File: src/verilog/id_settings.svh
`ifndef ID_SETTINGS_SVH
`define ID_SETTINGS_SVH

// instruction queue
`define ID_QUEUE_DEPTH 8

// wishbone bus
`define ID_WB_AW 4
`define ID_WB_DW 32

// register map, byte addresses
`define ID_ADR_PUSH   0
`define ID_ADR_CTRL   4
`define ID_ADR_STATUS 8
`define ID_ADR_COUNT  12

// ctrl register bits
`define ID_CTRL_ENABLE_BIT 0
`define ID_CTRL_CLR_OVF_BIT 1

// status register bits
`define ID_STAT_OVF_BIT  8
`define ID_STAT_BUSY_BIT 9

`endif
File: src/verilog/id_pkg.sv
`include "id_settings.svh"

package id_pkg;

    typedef enum logic [5:0] {
        OP_SPECIAL = 6'h00, OP_REGIMM = 6'h01, OP_J     = 6'h02, OP_JAL   = 6'h03,
        OP_BEQ     = 6'h04, OP_BNE    = 6'h05, OP_BLEZ  = 6'h06, OP_BGTZ  = 6'h07,
        OP_ADDI    = 6'h08, OP_ADDIU  = 6'h09, OP_SLTI  = 6'h0a, OP_SLTIU = 6'h0b,
        OP_ANDI    = 6'h0c, OP_ORI    = 6'h0d, OP_XORI  = 6'h0e, OP_LUI   = 6'h0f,
        OP_COP0    = 6'h10,
        OP_LB      = 6'h20, OP_LH     = 6'h21, OP_LWL   = 6'h22, OP_LW    = 6'h23,
        OP_LBU     = 6'h24, OP_LHU    = 6'h25, OP_LWR   = 6'h26,
        OP_SB      = 6'h28, OP_SH     = 6'h29, OP_SW    = 6'h2b
    } op_code_e;

    typedef enum logic [5:0] {
        FN_SLL  = 6'h00, FN_SRL   = 6'h02, FN_SRA     = 6'h03, FN_SLLV  = 6'h04,
        FN_SRLV = 6'h06, FN_SRAV  = 6'h07, FN_JR      = 6'h08, FN_JALR  = 6'h09,
        FN_SYSCALL = 6'h0c, FN_BREAK = 6'h0d,
        FN_MFHI = 6'h10, FN_MTHI  = 6'h11, FN_MFLO    = 6'h12, FN_MTLO  = 6'h13,
        FN_MULT = 6'h18, FN_MULTU = 6'h19, FN_DIV     = 6'h1a, FN_DIVU  = 6'h1b,
        FN_ADD  = 6'h20, FN_ADDU  = 6'h21, FN_SUB     = 6'h22, FN_SUBU  = 6'h23,
        FN_AND  = 6'h24, FN_OR    = 6'h25, FN_XOR     = 6'h26, FN_NOR   = 6'h27,
        FN_SLT  = 6'h2a, FN_SLTU  = 6'h2b
    } funct_e;

    typedef enum logic [4:0] {
        RT_BLTZ = 5'h00, RT_BGEZ = 5'h01, RT_BLTZAL = 5'h10, RT_BGEZAL = 5'h11
    } regimm_rt_e;

    // eret lives in the cop0 space with the CO bit set in rs (funct 0x18)
    typedef enum logic [4:0] {
        C0_MFC0 = 5'h00, C0_MTC0 = 5'h04, C0_ERET = 5'h10
    } cop0_rs_e;

    typedef enum logic [2:0] {
        CLS_ALU, CLS_BRANCH, CLS_JUMP, CLS_JUMP_REG, CLS_LOAD_STORE, CLS_HILO, CLS_SYSTEM
    } issue_class_e;

    typedef struct packed {
        logic [31:0]  inst;
        op_code_e     op_code;
        logic [4:0]   rs;
        logic [4:0]   rt;
        logic [4:0]   rd;
        logic [4:0]   sa;
        logic [5:0]   funct;      // raw bits, only meaningful for special
        logic [15:0]  imme;
        logic [25:0]  j_imme;
        logic         w_reg_ena;
        logic [4:0]   w_reg_dst;
        logic         reads_rs;
        logic         reads_rt;
        logic         is_branch;
        logic         is_j_imme;
        logic         is_jr;
        logic         is_ls;
        logic         is_hilo;
        issue_class_e issue_class;
    } id_bundle_t;

    typedef struct packed {
        logic                 cyc;
        logic                 stb;
        logic                 we;
        logic [`ID_WB_AW-1:0] adr;
        logic [`ID_WB_DW-1:0] dat_w;
    } wb_req_t;

    typedef struct packed {
        logic                 ack;
        logic [`ID_WB_DW-1:0] dat_r;
    } wb_rsp_t;

endpackage

File: src/verilog/mips_decode_top.sv
`timescale 1ns/1ns

`include "id_settings.svh"

module mips_decode_top
    import id_pkg::*;
(
    input  logic       clk,
    input  logic       reset,
    input  wb_req_t    wb_req,
    input  logic       issue_ready,
    input  logic       retire_valid,
    input  logic [4:0] retire_reg,
    output wb_rsp_t    wb_rsp,
    output logic       issue_valid,
    output id_bundle_t issue_bundle
);

    localparam int LEVEL_W = $clog2(`ID_QUEUE_DEPTH + 1);

    logic               push_valid;
    logic [31:0]        push_data;
    logic               clear_overflow;
    logic               issue_enable;
    logic [LEVEL_W-1:0] level;
    logic               overflow;
    logic               head_valid;
    logic [31:0]        head_word;
    id_bundle_t         head_bundle;
    logic               pop;
    logic               issued_pulse;
    logic               busy_any;

    id_ctrl_regs #(.LEVEL_W(LEVEL_W)) id_ctrl_regs_i (
        .clk            (clk),
        .reset          (reset),
        .wb_req         (wb_req),
        .level          (level),
        .overflow       (overflow),
        .busy_any       (busy_any),
        .issued_pulse   (issued_pulse),
        .wb_rsp         (wb_rsp),
        .push_valid     (push_valid),
        .push_data      (push_data),
        .clear_overflow (clear_overflow),
        .issue_enable   (issue_enable)
    );

    inst_queue #(.DEPTH(`ID_QUEUE_DEPTH)) inst_queue_i (
        .clk            (clk),
        .reset          (reset),
        .push_valid     (push_valid),
        .push_data      (push_data),
        .pop            (pop),
        .clear_overflow (clear_overflow),
        .head_valid     (head_valid),
        .head_word      (head_word),
        .level          (level),
        .overflow       (overflow)
    );

    // head word decoded in the same cycle
    idu_1 idu_1_i (
        .inst   (head_word),
        .bundle (head_bundle)
    );

    dec_scoreboard dec_scoreboard_i (
        .clk          (clk),
        .reset        (reset),
        .issue_enable (issue_enable),
        .head_valid   (head_valid),
        .head_bundle  (head_bundle),
        .issue_ready  (issue_ready),
        .retire_valid (retire_valid),
        .retire_reg   (retire_reg),
        .pop          (pop),
        .issued_pulse (issued_pulse),
        .busy_any     (busy_any),
        .issue_valid  (issue_valid),
        .issue_bundle (issue_bundle)
    );

endmodule

File: src/verilog/id_ctrl_regs.sv
`timescale 1ns/1ns

`include "id_settings.svh"

module id_ctrl_regs
    import id_pkg::*;
#(
    parameter int LEVEL_W = 4
) (
    input  logic               clk,
    input  logic               reset,
    input  wb_req_t            wb_req,
    input  logic [LEVEL_W-1:0] level,
    input  logic               overflow,
    input  logic               busy_any,
    input  logic               issued_pulse,
    output wb_rsp_t            wb_rsp,
    output logic               push_valid,
    output logic [31:0]        push_data,
    output logic               clear_overflow,
    output logic               issue_enable
);

    localparam logic [`ID_WB_AW-1:0] ADR_PUSH   = `ID_WB_AW'(`ID_ADR_PUSH);
    localparam logic [`ID_WB_AW-1:0] ADR_CTRL   = `ID_WB_AW'(`ID_ADR_CTRL);
    localparam logic [`ID_WB_AW-1:0] ADR_STATUS = `ID_WB_AW'(`ID_ADR_STATUS);
    localparam logic [`ID_WB_AW-1:0] ADR_COUNT  = `ID_WB_AW'(`ID_ADR_COUNT);

    logic                 ack;
    logic                 wr_cycle;
    logic [31:0]          issue_count;
    logic [`ID_WB_DW-1:0] rd_data;

    // master holds the request through the ack cycle
    assign wr_cycle = ack && wb_req.cyc && wb_req.stb && wb_req.we;

    assign push_valid     = wr_cycle && (wb_req.adr == ADR_PUSH);
    assign push_data      = wb_req.dat_w[31:0];
    assign clear_overflow = wr_cycle && (wb_req.adr == ADR_CTRL)
                            && wb_req.dat_w[`ID_CTRL_CLR_OVF_BIT];

    always_ff @(posedge clk) begin
        if (reset)
            ack <= 1'b0;
        else
            ack <= wb_req.cyc && wb_req.stb && !ack;   // single pulse per strobe
    end

    always_ff @(posedge clk) begin
        if (reset)
            issue_enable <= 1'b0;
        else if (wr_cycle && wb_req.adr == ADR_CTRL)
            issue_enable <= wb_req.dat_w[`ID_CTRL_ENABLE_BIT];
    end

    always_ff @(posedge clk) begin
        if (reset)
            issue_count <= '0;
        else if (issued_pulse)
            issue_count <= issue_count + 32'd1;   // wraps
    end

    always_comb begin
        rd_data = '0;
        case (wb_req.adr)
            ADR_CTRL:
                rd_data[`ID_CTRL_ENABLE_BIT] = issue_enable;
            ADR_STATUS: begin
                rd_data[LEVEL_W-1:0]       = level;
                rd_data[`ID_STAT_OVF_BIT]  = overflow;
                rd_data[`ID_STAT_BUSY_BIT] = busy_any;
            end
            ADR_COUNT:
                rd_data = issue_count;
            default:
                rd_data = '0;    // push reads back zero
        endcase
    end

    assign wb_rsp.ack   = ack;
    assign wb_rsp.dat_r = rd_data;

endmodule

File: src/verilog/dec_scoreboard.sv
`timescale 1ns/1ns

module dec_scoreboard
    import id_pkg::*;
(
    input  logic       clk,
    input  logic       reset,
    input  logic       issue_enable,
    input  logic       head_valid,
    input  id_bundle_t head_bundle,
    input  logic       issue_ready,
    input  logic       retire_valid,
    input  logic [4:0] retire_reg,
    output logic       pop,
    output logic       issued_pulse,
    output logic       busy_any,
    output logic       issue_valid,
    output id_bundle_t issue_bundle
);

    logic [31:1] busy;
    logic [31:0] busy_vec;
    logic [31:0] busy_next;
    logic        slot_free;
    logic        hazard;
    logic        load;

    assign busy_vec = {busy, 1'b0};   // r0 never busy

    // uses busy bits from before this cycle's retire
    assign hazard = (head_bundle.reads_rs && busy_vec[head_bundle.rs])
                    || (head_bundle.reads_rt && busy_vec[head_bundle.rt])
                    || (head_bundle.w_reg_ena && busy_vec[head_bundle.w_reg_dst]);

    assign slot_free    = !issue_valid || issue_ready;
    assign load         = issue_enable && head_valid && slot_free && !hazard;
    assign pop          = load;
    assign issued_pulse = issue_valid && issue_ready;
    assign busy_any     = |busy;

    always_comb begin
        busy_next = busy_vec;
        if (retire_valid)
            busy_next[retire_reg] = 1'b0;
        if (load && head_bundle.w_reg_ena)
            busy_next[head_bundle.w_reg_dst] = 1'b1;
    end

    always_ff @(posedge clk) begin
        if (reset)
            busy <= '0;
        else
            busy <= busy_next[31:1];
    end

    always_ff @(posedge clk) begin
        if (reset)
            issue_valid <= 1'b0;
        else if (load)
            issue_valid <= 1'b1;
        else if (issue_ready)
            issue_valid <= 1'b0;
    end

    always_ff @(posedge clk) begin
        if (load)
            issue_bundle <= head_bundle;
    end

    hold_when_stalled: assert property (@(posedge clk) disable iff (reset)
        issue_valid && !issue_ready |=> issue_valid && $stable(issue_bundle))
        else $error("dec_scoreboard: issue bundle changed under back-pressure");

    retire_of_busy: assert property (@(posedge clk) disable iff (reset)
        retire_valid |-> busy_vec[retire_reg])
        else $error("dec_scoreboard: retire of register %0d that is not busy", retire_reg);

endmodule

File: src/verilog/inst_queue.sv
`timescale 1ns/1ns

`include "id_settings.svh"

module inst_queue #(
    parameter int DEPTH = `ID_QUEUE_DEPTH
) (
    input  logic                       clk,
    input  logic                       reset,
    input  logic                       push_valid,
    input  logic [31:0]                push_data,
    input  logic                       pop,
    input  logic                       clear_overflow,
    output logic                       head_valid,
    output logic [31:0]                head_word,
    output logic [$clog2(DEPTH+1)-1:0] level,
    output logic                       overflow
);

    localparam int PW = $clog2(DEPTH);

    logic [31:0]   mem [DEPTH];
    logic [PW-1:0] wr_ptr;
    logic [PW-1:0] rd_ptr;
    logic          full;
    logic          do_push;
    logic          do_pop;

    assign full       = (level == DEPTH[$clog2(DEPTH+1)-1:0]);
    assign head_valid = (level != '0);
    assign head_word  = mem[rd_ptr];
    assign do_push    = push_valid && !full;   // full queue drops the word
    assign do_pop     = pop && head_valid;

    always_ff @(posedge clk) begin
        if (do_push)
            mem[wr_ptr] <= push_data;
    end

    always_ff @(posedge clk) begin
        if (reset) begin
            wr_ptr   <= '0;
            rd_ptr   <= '0;
            level    <= '0;
            overflow <= 1'b0;
        end else begin
            if (do_push)
                wr_ptr <= wr_ptr + 1'b1;  // power of two depth wraps
            if (do_pop)
                rd_ptr <= rd_ptr + 1'b1;
            if (do_push && !do_pop)
                level <= level + 1'b1;
            else if (do_pop && !do_push)
                level <= level - 1'b1;
            if (push_valid && full)
                overflow <= 1'b1;         // sticky, set beats clear
            else if (clear_overflow)
                overflow <= 1'b0;
        end
    end

    pop_not_empty: assert property (@(posedge clk) disable iff (reset) pop |-> head_valid)
        else $error("inst_queue: pop while empty");

endmodule

File: src/verilog/idu_1.sv
`timescale 1ns/1ns

module idu_1
    import id_pkg::*;
(
    input  logic [31:0] inst,
    output id_bundle_t  bundle
);

    op_code_e     op;
    funct_e       fn;
    logic [4:0]   rs;
    logic [4:0]   rt;
    logic [4:0]   rd;
    logic         special;
    logic         alu_rr;       // two-register alu and variable shifts
    logic         shift_imm;
    logic         muldiv;
    logic         rd_writer;
    logic         rt_writer;
    logic         link_writer;
    logic         non_writer;
    logic [4:0]   dst;
    logic         is_branch;
    logic         is_j_imme;
    logic         is_jr;
    logic         is_ls;
    logic         is_hilo;
    issue_class_e cls;

    assign op = op_code_e'(inst[31:26]);
    assign fn = funct_e'(inst[5:0]);
    assign rs = inst[25:21];
    assign rt = inst[20:16];
    assign rd = inst[15:11];

    assign special   = (op == OP_SPECIAL);
    assign alu_rr    = special && (fn inside {FN_ADD, FN_ADDU, FN_SUB, FN_SUBU, FN_SLT,
                                              FN_SLTU, FN_AND, FN_OR, FN_XOR, FN_NOR,
                                              FN_SLLV, FN_SRLV, FN_SRAV});
    assign shift_imm = special && (fn inside {FN_SLL, FN_SRL, FN_SRA});
    assign muldiv    = special && (fn inside {FN_MULT, FN_MULTU, FN_DIV, FN_DIVU});

    // destination select
    assign rd_writer   = alu_rr || shift_imm || (special && (fn inside {FN_JALR, FN_MFHI,
                                                                         FN_MFLO}));
    assign rt_writer   = (op inside {OP_ADDI, OP_ADDIU, OP_SLTI, OP_SLTIU, OP_ANDI, OP_ORI,
                                     OP_XORI, OP_LUI, OP_LB, OP_LH, OP_LBU, OP_LHU, OP_LW,
                                     OP_LWL, OP_LWR})
                         || (op == OP_COP0 && rs == C0_MFC0);
    assign link_writer = (op == OP_JAL) || (op == OP_REGIMM && (rt inside {RT_BLTZAL,
                                                                           RT_BGEZAL}));
    assign dst = ({5{rd_writer}} & rd) | ({5{rt_writer}} & rt) | ({5{link_writer}} & 5'd31);

    assign non_writer = muldiv
                        || (special && (fn inside {FN_JR, FN_MTHI, FN_MTLO, FN_BREAK,
                                                   FN_SYSCALL}))
                        || (op inside {OP_BEQ, OP_BNE, OP_BGTZ, OP_BLEZ, OP_J, OP_SB, OP_SH,
                                       OP_SW})
                        || (op == OP_REGIMM && (rt inside {RT_BGEZ, RT_BLTZ}))
                        || (op == OP_COP0 && (rs inside {C0_MTC0, C0_ERET}));

    assign is_branch = op inside {OP_BEQ, OP_BNE, OP_REGIMM, OP_BGTZ, OP_BLEZ, OP_JAL};
    assign is_j_imme = op inside {OP_J, OP_JAL};
    assign is_jr     = special && (fn inside {FN_JR, FN_JALR});
    assign is_ls     = op inside {OP_LB, OP_LBU, OP_LH, OP_LHU, OP_LW, OP_SB, OP_SH, OP_SW,
                                  OP_LWL, OP_LWR};
    assign is_hilo   = muldiv || (special && (fn inside {FN_MFHI, FN_MFLO, FN_MTHI,
                                                          FN_MTLO}));

    always_comb begin
        if (is_j_imme)
            cls = CLS_JUMP;       // jal is also flagged as branch
        else if (is_jr)
            cls = CLS_JUMP_REG;
        else if (is_branch)
            cls = CLS_BRANCH;
        else if (is_ls)
            cls = CLS_LOAD_STORE;
        else if (is_hilo)
            cls = CLS_HILO;
        else if (op == OP_COP0 || (special && (fn inside {FN_SYSCALL, FN_BREAK})))
            cls = CLS_SYSTEM;
        else
            cls = CLS_ALU;
    end

    always_comb begin
        bundle.inst        = inst;
        bundle.op_code     = op;
        bundle.rs          = rs;
        bundle.rt          = rt;
        bundle.rd          = rd;
        bundle.sa          = inst[10:6];
        bundle.funct       = inst[5:0];
        bundle.imme        = inst[15:0];
        bundle.j_imme      = inst[25:0];
        bundle.w_reg_dst   = dst;
        bundle.w_reg_ena   = !non_writer && (dst != 5'd0);
        bundle.reads_rs    = alu_rr || muldiv || is_jr || is_ls
                             || (special && (fn inside {FN_MTHI, FN_MTLO}))
                             || (op inside {OP_REGIMM, OP_BEQ, OP_BNE, OP_BLEZ, OP_BGTZ,
                                            OP_ADDI, OP_ADDIU, OP_SLTI, OP_SLTIU, OP_ANDI,
                                            OP_ORI, OP_XORI});
        bundle.reads_rt    = alu_rr || shift_imm || muldiv
                             || (op inside {OP_BEQ, OP_BNE, OP_SB, OP_SH, OP_SW, OP_LWL,
                                            OP_LWR})
                             || (op == OP_COP0 && rs == C0_MTC0);
        bundle.is_branch   = is_branch;
        bundle.is_j_imme   = is_j_imme;
        bundle.is_jr       = is_jr;
        bundle.is_ls       = is_ls;
        bundle.is_hilo     = is_hilo;
        bundle.issue_class = cls;
    end

    // flag lists and class priority must stay consistent
    always_comb begin
        assert (!(bundle.is_ls && bundle.issue_class == CLS_JUMP))
            else $error("idu_1: load/store word classified as jump");
    end

endmodule

File: config.mk
export PLATFORM = sky130hd
export DESIGN_NAME = mips_decode_top
export DESIGN_NICKNAME = d
export VERILOG_FILES = /design/src/verilog/id_pkg.sv /design/src/verilog/mips_decode_top.sv /design/src/verilog/id_ctrl_regs.sv /design/src/verilog/dec_scoreboard.sv /design/src/verilog/inst_queue.sv /design/src/verilog/idu_1.sv
export VERILOG_INCLUDE_DIRS = /design/src /design/src/verilog
export SDC_FILE = /design/constraint.sdc
export NUM_CORES = 1
export LEC_CHECK = 0
export ABC_CLOCK_PERIOD_IN_PS = 14330
export BUFFER_PORTS_ARGS = -buffer_cell sky130_fd_sc_hd__buf_2
export CAP_MARGIN = 20
export CORE_MARGIN = 2
export CORE_UTILIZATION = 40
export DETAILED_ROUTE_END_ITERATION = 8
export GPL_TIMING_DRIVEN = 0
export PLACE_DENSITY = 0.55
export SYNTH_ARGS = -nofsm -noshare
export SYNTH_HDL_FRONTEND = slang
export SYNTH_SLANG_ARGS = --single-unit
export TNS_END_PERCENT = 10
File: constraint.sdc
create_clock -name clk -period 14.33 [get_ports clk]
set_input_delay 2.866 -clock clk [delete_from_list [all_inputs] [get_ports clk]]
set_output_delay 2.866 -clock clk [all_outputs]
set_load 0.03 [all_outputs]
After elaboration in Yosys (flattened, before gate mapping) --
Memories as Yosys holds them, arrays and structs flattened. A register that Yosys moved wholly into a read port is not among the register bits. Cells that the tools add are included.
Word-level totals: register bits after elaboration 199, latch bits 0, memory bits (writable) 256, bits in read-only memories 0, input port bits 48, output and inout bits 156, word-level logic and storage cells 241, memories kept 1
Cells by class: $add $sub $neg 5, $mul 0, divide/modulo/power cells 0, magnitude comparators 6, equal/unequal tests 62, shifts and indexed selects 0, muxes and demuxes 32, bitwise gates (word level) 7, reduce and logical (&&, ||, !) cells 98
Memory list:
- inst_queue_i.mem | words 8, bits a word 32, read ports 1, clocked after Yosys merged registers in 1, write ports 1, line inst_queue.sv:22 | logic [31:0] mem [DEPTH];
Operators with widths (number):
- == test 6 bit, second input constant | 20
- == test 6 x 4 -> 1 bit, second input constant | 12
- two-way mux 32 bit | 2
- == test 6 x 5 -> 1 bit, second input constant | 9
- == test 6 x 3 -> 1 bit, second input constant | 7
- logical AND 1 bit | 38
- adder 32 x 1 -> 32 bit, second input constant | 1
- AND 32 bit | 1
- NOT 32 bit | 1
- bitwise OR 32 bit | 1
- OR reduction 31 bit | 1
- == test 6 x 2 -> 1 bit, second input constant | 4
- < comparator 5 x 6 -> 1 bit, second input constant | 4
- two-way mux 22 bit | 1
- logical OR 1 bit | 21
- nonzero test 2 bit | 10
- binary-select mux 1 bit (select 5 bit) | 3
- == test 5 bit, second input constant | 3
- two-way mux 3 bit | 5
- nonzero test 15 bit | 1
- nonzero test 13 bit | 1
- == test 4 bit, second input constant | 3
- zero test 6 bit | 2
- two-way mux 1 bit | 12
- other kinds (29) | 47

Longest topological paths before layout --
depth after elaboration 18, mapped depth 26, mapped depth without buffers 20

Modules after synthesis --
Synthesis repeated with hierarchy kept, for this count alone.
Second synthesis, totals: cell total of the unflattened synthesis 1322, area total of the unflattened synthesis 20113.0 µm²
By module, submodules not included:
- inst_queue | times used 1, cells each 447, area each 10293.6 µm², seq. area each 7967.6 µm²
- dec_scoreboard | times used 1, cells each 401, area each 6182.2 µm², seq. area each 4304.1 µm²
- id_ctrl_regs | times used 1, cells each 270, area each 2248.4 µm², seq. area each 680.7 µm²
- idu_1 | times used 1, cells each 204, area each 1388.8 µm², seq. area each 0.0 µm²

Worst setup path after synthesis --
OpenSTA, ideal clock, no wires.
path type input -> output, from input wb_req[34] in the netlist's numbering, to output wb_rsp[9] in the netlist's numbering, arrival 4.111 ns, data required time 11.464 ns, setup slack 7.353 ns, stages on the path 5, path buffers 1, cells stage by stage buf_1 -> nor4_1 -> nand4_1 -> nor2_1 -> nor3_1
RTL lines:
- start, declared | line mips_decode_top.sv:10 | input wb_req_t wb_req,
- end, declared | line mips_decode_top.sv:14 | output wb_rsp_t wb_rsp,

==> results_dict.tcl <==
set metrics [dict create \
    outcome "complete, no violations" \
    seqPwrFrac 0.524 \
    antenna_cells 0 \
    fin_crit_ns 7.52 \
    whs_endpoint "id_ctrl_regs_i.ack" \
    core-area_mm2 0.0430 \
    arrival_ns 4.65 \
    clockBufferDepth 3 \
    holdCritStartpoint "id_ctrl_regs_i.ack" \
    hold_ws_ns 0.446 \
    avgSynthCellArea_um2 14.1 \
    r2r_slack_ns 7.72 \
    cts_setup_buffers 0 \
    r2r_cells 22 \
    r2r_end "inst_queue_i.level[3]" \
    synth_simple_gate_area_share 0.113 \
    ant_nets 0 \
    cts_max_level 2 \
    hpwl_um 30300 \
    wirelength_um 42900 \
    synth_flop_cell "edfxtp_1" \
    crit_path_end_kind "output pin" \
    hold_viol_final 0 \
    start_util 0.405 \
    finalSetupTns_ns 0 \
    required_ns 11.46 \
    setup_violations 0 \
    synth_top_area_cell "edfxtp_1" \
    total_leakage_power_uw 0.00734 \
    finalInstanceArea_mm2 0.0208 \
    grt_overflow_total 0 \
    netlist_area_mm2 0.0174 \
    grt_pass1_wl_um 64200 \
    p_sw_frac 0.202 \
    worst_pin_slew_ns 0.923 \
    drive_above_1_share 0.328 \
    ys_seq_area_frac 0.616 \
    nNetsFinal 1554 \
    hp-class "reg -> reg" \
    n_fill_cell 3799 \
    switchingPower_uw 462 \
    synth_nets 1293 \
    netlist_top_cells_area "edfxtp_1, dfxtp_1, mux4_2, mux2i_1, buf_4" \
    portBuffers 203 \
    slew_headroom 0.381 \
    power.share.clock 0.462 \
    synth_common_cells "edfxtp_1, dfxtp_1, buf_4, nor2_1, nand2_1" \
    rsz0062_at_grt "no" \
    die_x_um 213 \
    fmax_mhz 133 \
    start_kind "primary input" \
    via_per_inst 5.26 \
    io_pins 204 \
    p_int_uw 1820 \
    grt_max_degree 44 \
    fin_cells 2117 \
    root_buffer "clkbuf_16" \
    grt_pass1_vias 10700 \
    synth-compound-area-share 0.0547 \
    hold_depth 1 \
    grt_use_total 0.189 \
    async_flop_share 0 \
    die_h_um 213 \
    clk_pin_slew_ns 0.06 \
    ir_drop_uv 83.7 \
    slew_violations 0 \
    synthMuxAreaShare 0.139 \
    place_area_mm2 0.0194 \
    rows 76 \
    gp_congestion 0.913 \
    synth_xor_area_frac 0.0161 \
    crit_type "in -> out" \
    pwr-share-comb 0.013 \
    ys_types 80 \
    clk_latency_ns 0.56 \
    syn_to_final_growth_pct 19.4 \
    dieArea_mm2 0.0452 \
    maxCapViolCount 0 \
    dr.pass1.iters 5 \
    cts_buffers 42 \
    ys_warn_count 0 \
    num_vias 11100 \
    pwr_density_cell_mw_per_mm2 110 \
    synthAdderAreaFrac 0.00546 \
    skew_ns 0.0159 \
    synth_enable_flop_cells 304 \
    yosysTopAreaCellShare 0.524 \
    cts_hold_buf 0 \
    syn-instance-count 1238 \
    clock_sinks 384 \
    cp_max_fo 10 \
    cts_resized 0 \
    dp.cells 2040 \
    drcViolationCount 0 \
    drtIter0Drc 710 \
    yosysMostFrequentCell "edfxtp_1" \
    ys_ff_latch 384 \
    cts_tree "yes" \
    grt_antenna_before_repair 3 \
    synth_top_family_by_area "multiplexers" \
    timing.final.crit_share 0.525 \
    wire_per_inst_um 20.3 \
]
==> critical path: stages <==
cell	delay (ns)
buf_2	0.13
buf_1	0.27
nor4_1	0.61
nand4_1	0.24
nor2_1	0.25
nor3_1	0.09
buf_2	0.18
==> metal layers <==
| metal | GRT usage | wire length [µm] | up-vias |
|---|---|---|---|
| li1 | - | - | 5162 |
| met1 | 0.256 | 19000 | 5535 |
| met2 | 0.311 | 20400 | 362 |
| met3 | 0.0359 | 2550 | 74 |
| met4 | 0.0557 | 931 | 6 |
| met5 | 0 | 44 | - |
==> kinds of logic after synthesis <==
| kind of cell | count (synthesis) |
|---|---|
| compound gates | 140 |
| simple gates | 364 |
| mux | 151 |
| xor+xnor | 32 |
| buf+inv | 160 |
| fa+ha+maj | 7 |
| flops | 384 |
==> final cells by class <==
class                           count  area (µm²)  share of cell area
Clock inverter                     26         267              0.0128
Sequential cell                   384       10700               0.516
Tap cell                          585         732              0.0352
Clock buffer                       51        1080              0.0522
Timing Repair Buffer              217        1250              0.0599
Multi-Input combinational cell    694        5770               0.277
Inverter                           38         145             0.00698
Buffer                            122         826              0.0397
==> flip-flops by register name (all words and copies together) (netlist names), named ones only <==
| signal | cells |
|---|---|
| id_ctrl_regs_i.issue_enable | 1 |
| inst_queue_i.rd_ptr | 3 |
| inst_queue_i.level | 4 |
| dec_scoreboard_i.issue_bundle | 48 |
| dec_scoreboard_i.issue_valid | 1 |
| inst_queue_i.mem | 256 |
| inst_queue_i.overflow | 1 |
| id_ctrl_regs_i.ack | 1 |
| inst_queue_i.wr_ptr | 3 |
| id_ctrl_regs_i.issue_count | 32 |
| dec_scoreboard_i.busy | 31 |
==> per-stage QoR <==
stage | setup slack (ns) | total power [µW] | util
finish | 6.81 | 2290 | 0.484
global route | 6.83 | 2360 | 0.484
CTS | 6.93 | 2310 | 0.484
detailed placement | 6.94 | 1250 | 0.453
global placement | 4.40 | 1250 | 0.446
floorplan | 7.35 | 1230 | -
==> power by group through the flow <==
stage | registers [µW] | logic, µW | clock network (µW)
after floorplan | 1220 | 9.04 | 0
after global placement | 1220 | 29.0 | 0
after detailed placement | 1220 | 30.4 | 0
after CTS | 1200 | 30.5 | 1080
after global routing | 1200 | 33.5 | 1120
final | 1200 | 30.3 | 1060
==> worst max path at each step <==
stage	end	slack (ns)	startpoint	cells past startpoint
final	wb_rsp[9]	6.81	wb_req[34]	7
after global routing	wb_rsp[9]	6.83	wb_req[34]	7
after CTS	wb_rsp[9]	6.93	wb_req[34]	7
after detailed placement	wb_rsp[9]	6.94	wb_req[34]	7
after global placement	inst_queue_i.mem[0][12]	4.40	wb_req[33]	7
after floorplan	wb_rsp[9]	7.35	wb_req[34]	5
==> cells in the final DEF, fill, tap and decap left out, drive strengths merged, types with 3 or more instances in the layout <==
master  count
clkinv     20
nor4       15
ha          6
o31ai      16
mux2i      71
a221oi      3
a31oi       3
o22ai       6
mux2       16
nor2b      16
nand2b     13
or3        12
nand2      73
and2       27
inv        38
bufinv      4
nand3      43
a21o        3
o21ai      47
or4         6
dfxtp      80
nor3b       5
or2         3
a21oi      24
clkbuf     71
a21boi      3
o211ai     10
buf       319
edfxtp    304
and3        7
and4        6
nand4      17
xor2       21
nor3       22
mux4       64
a211oi      6
xnor2      11
nand3b     16
nor2       78
(Power assumes the default switching activity.)
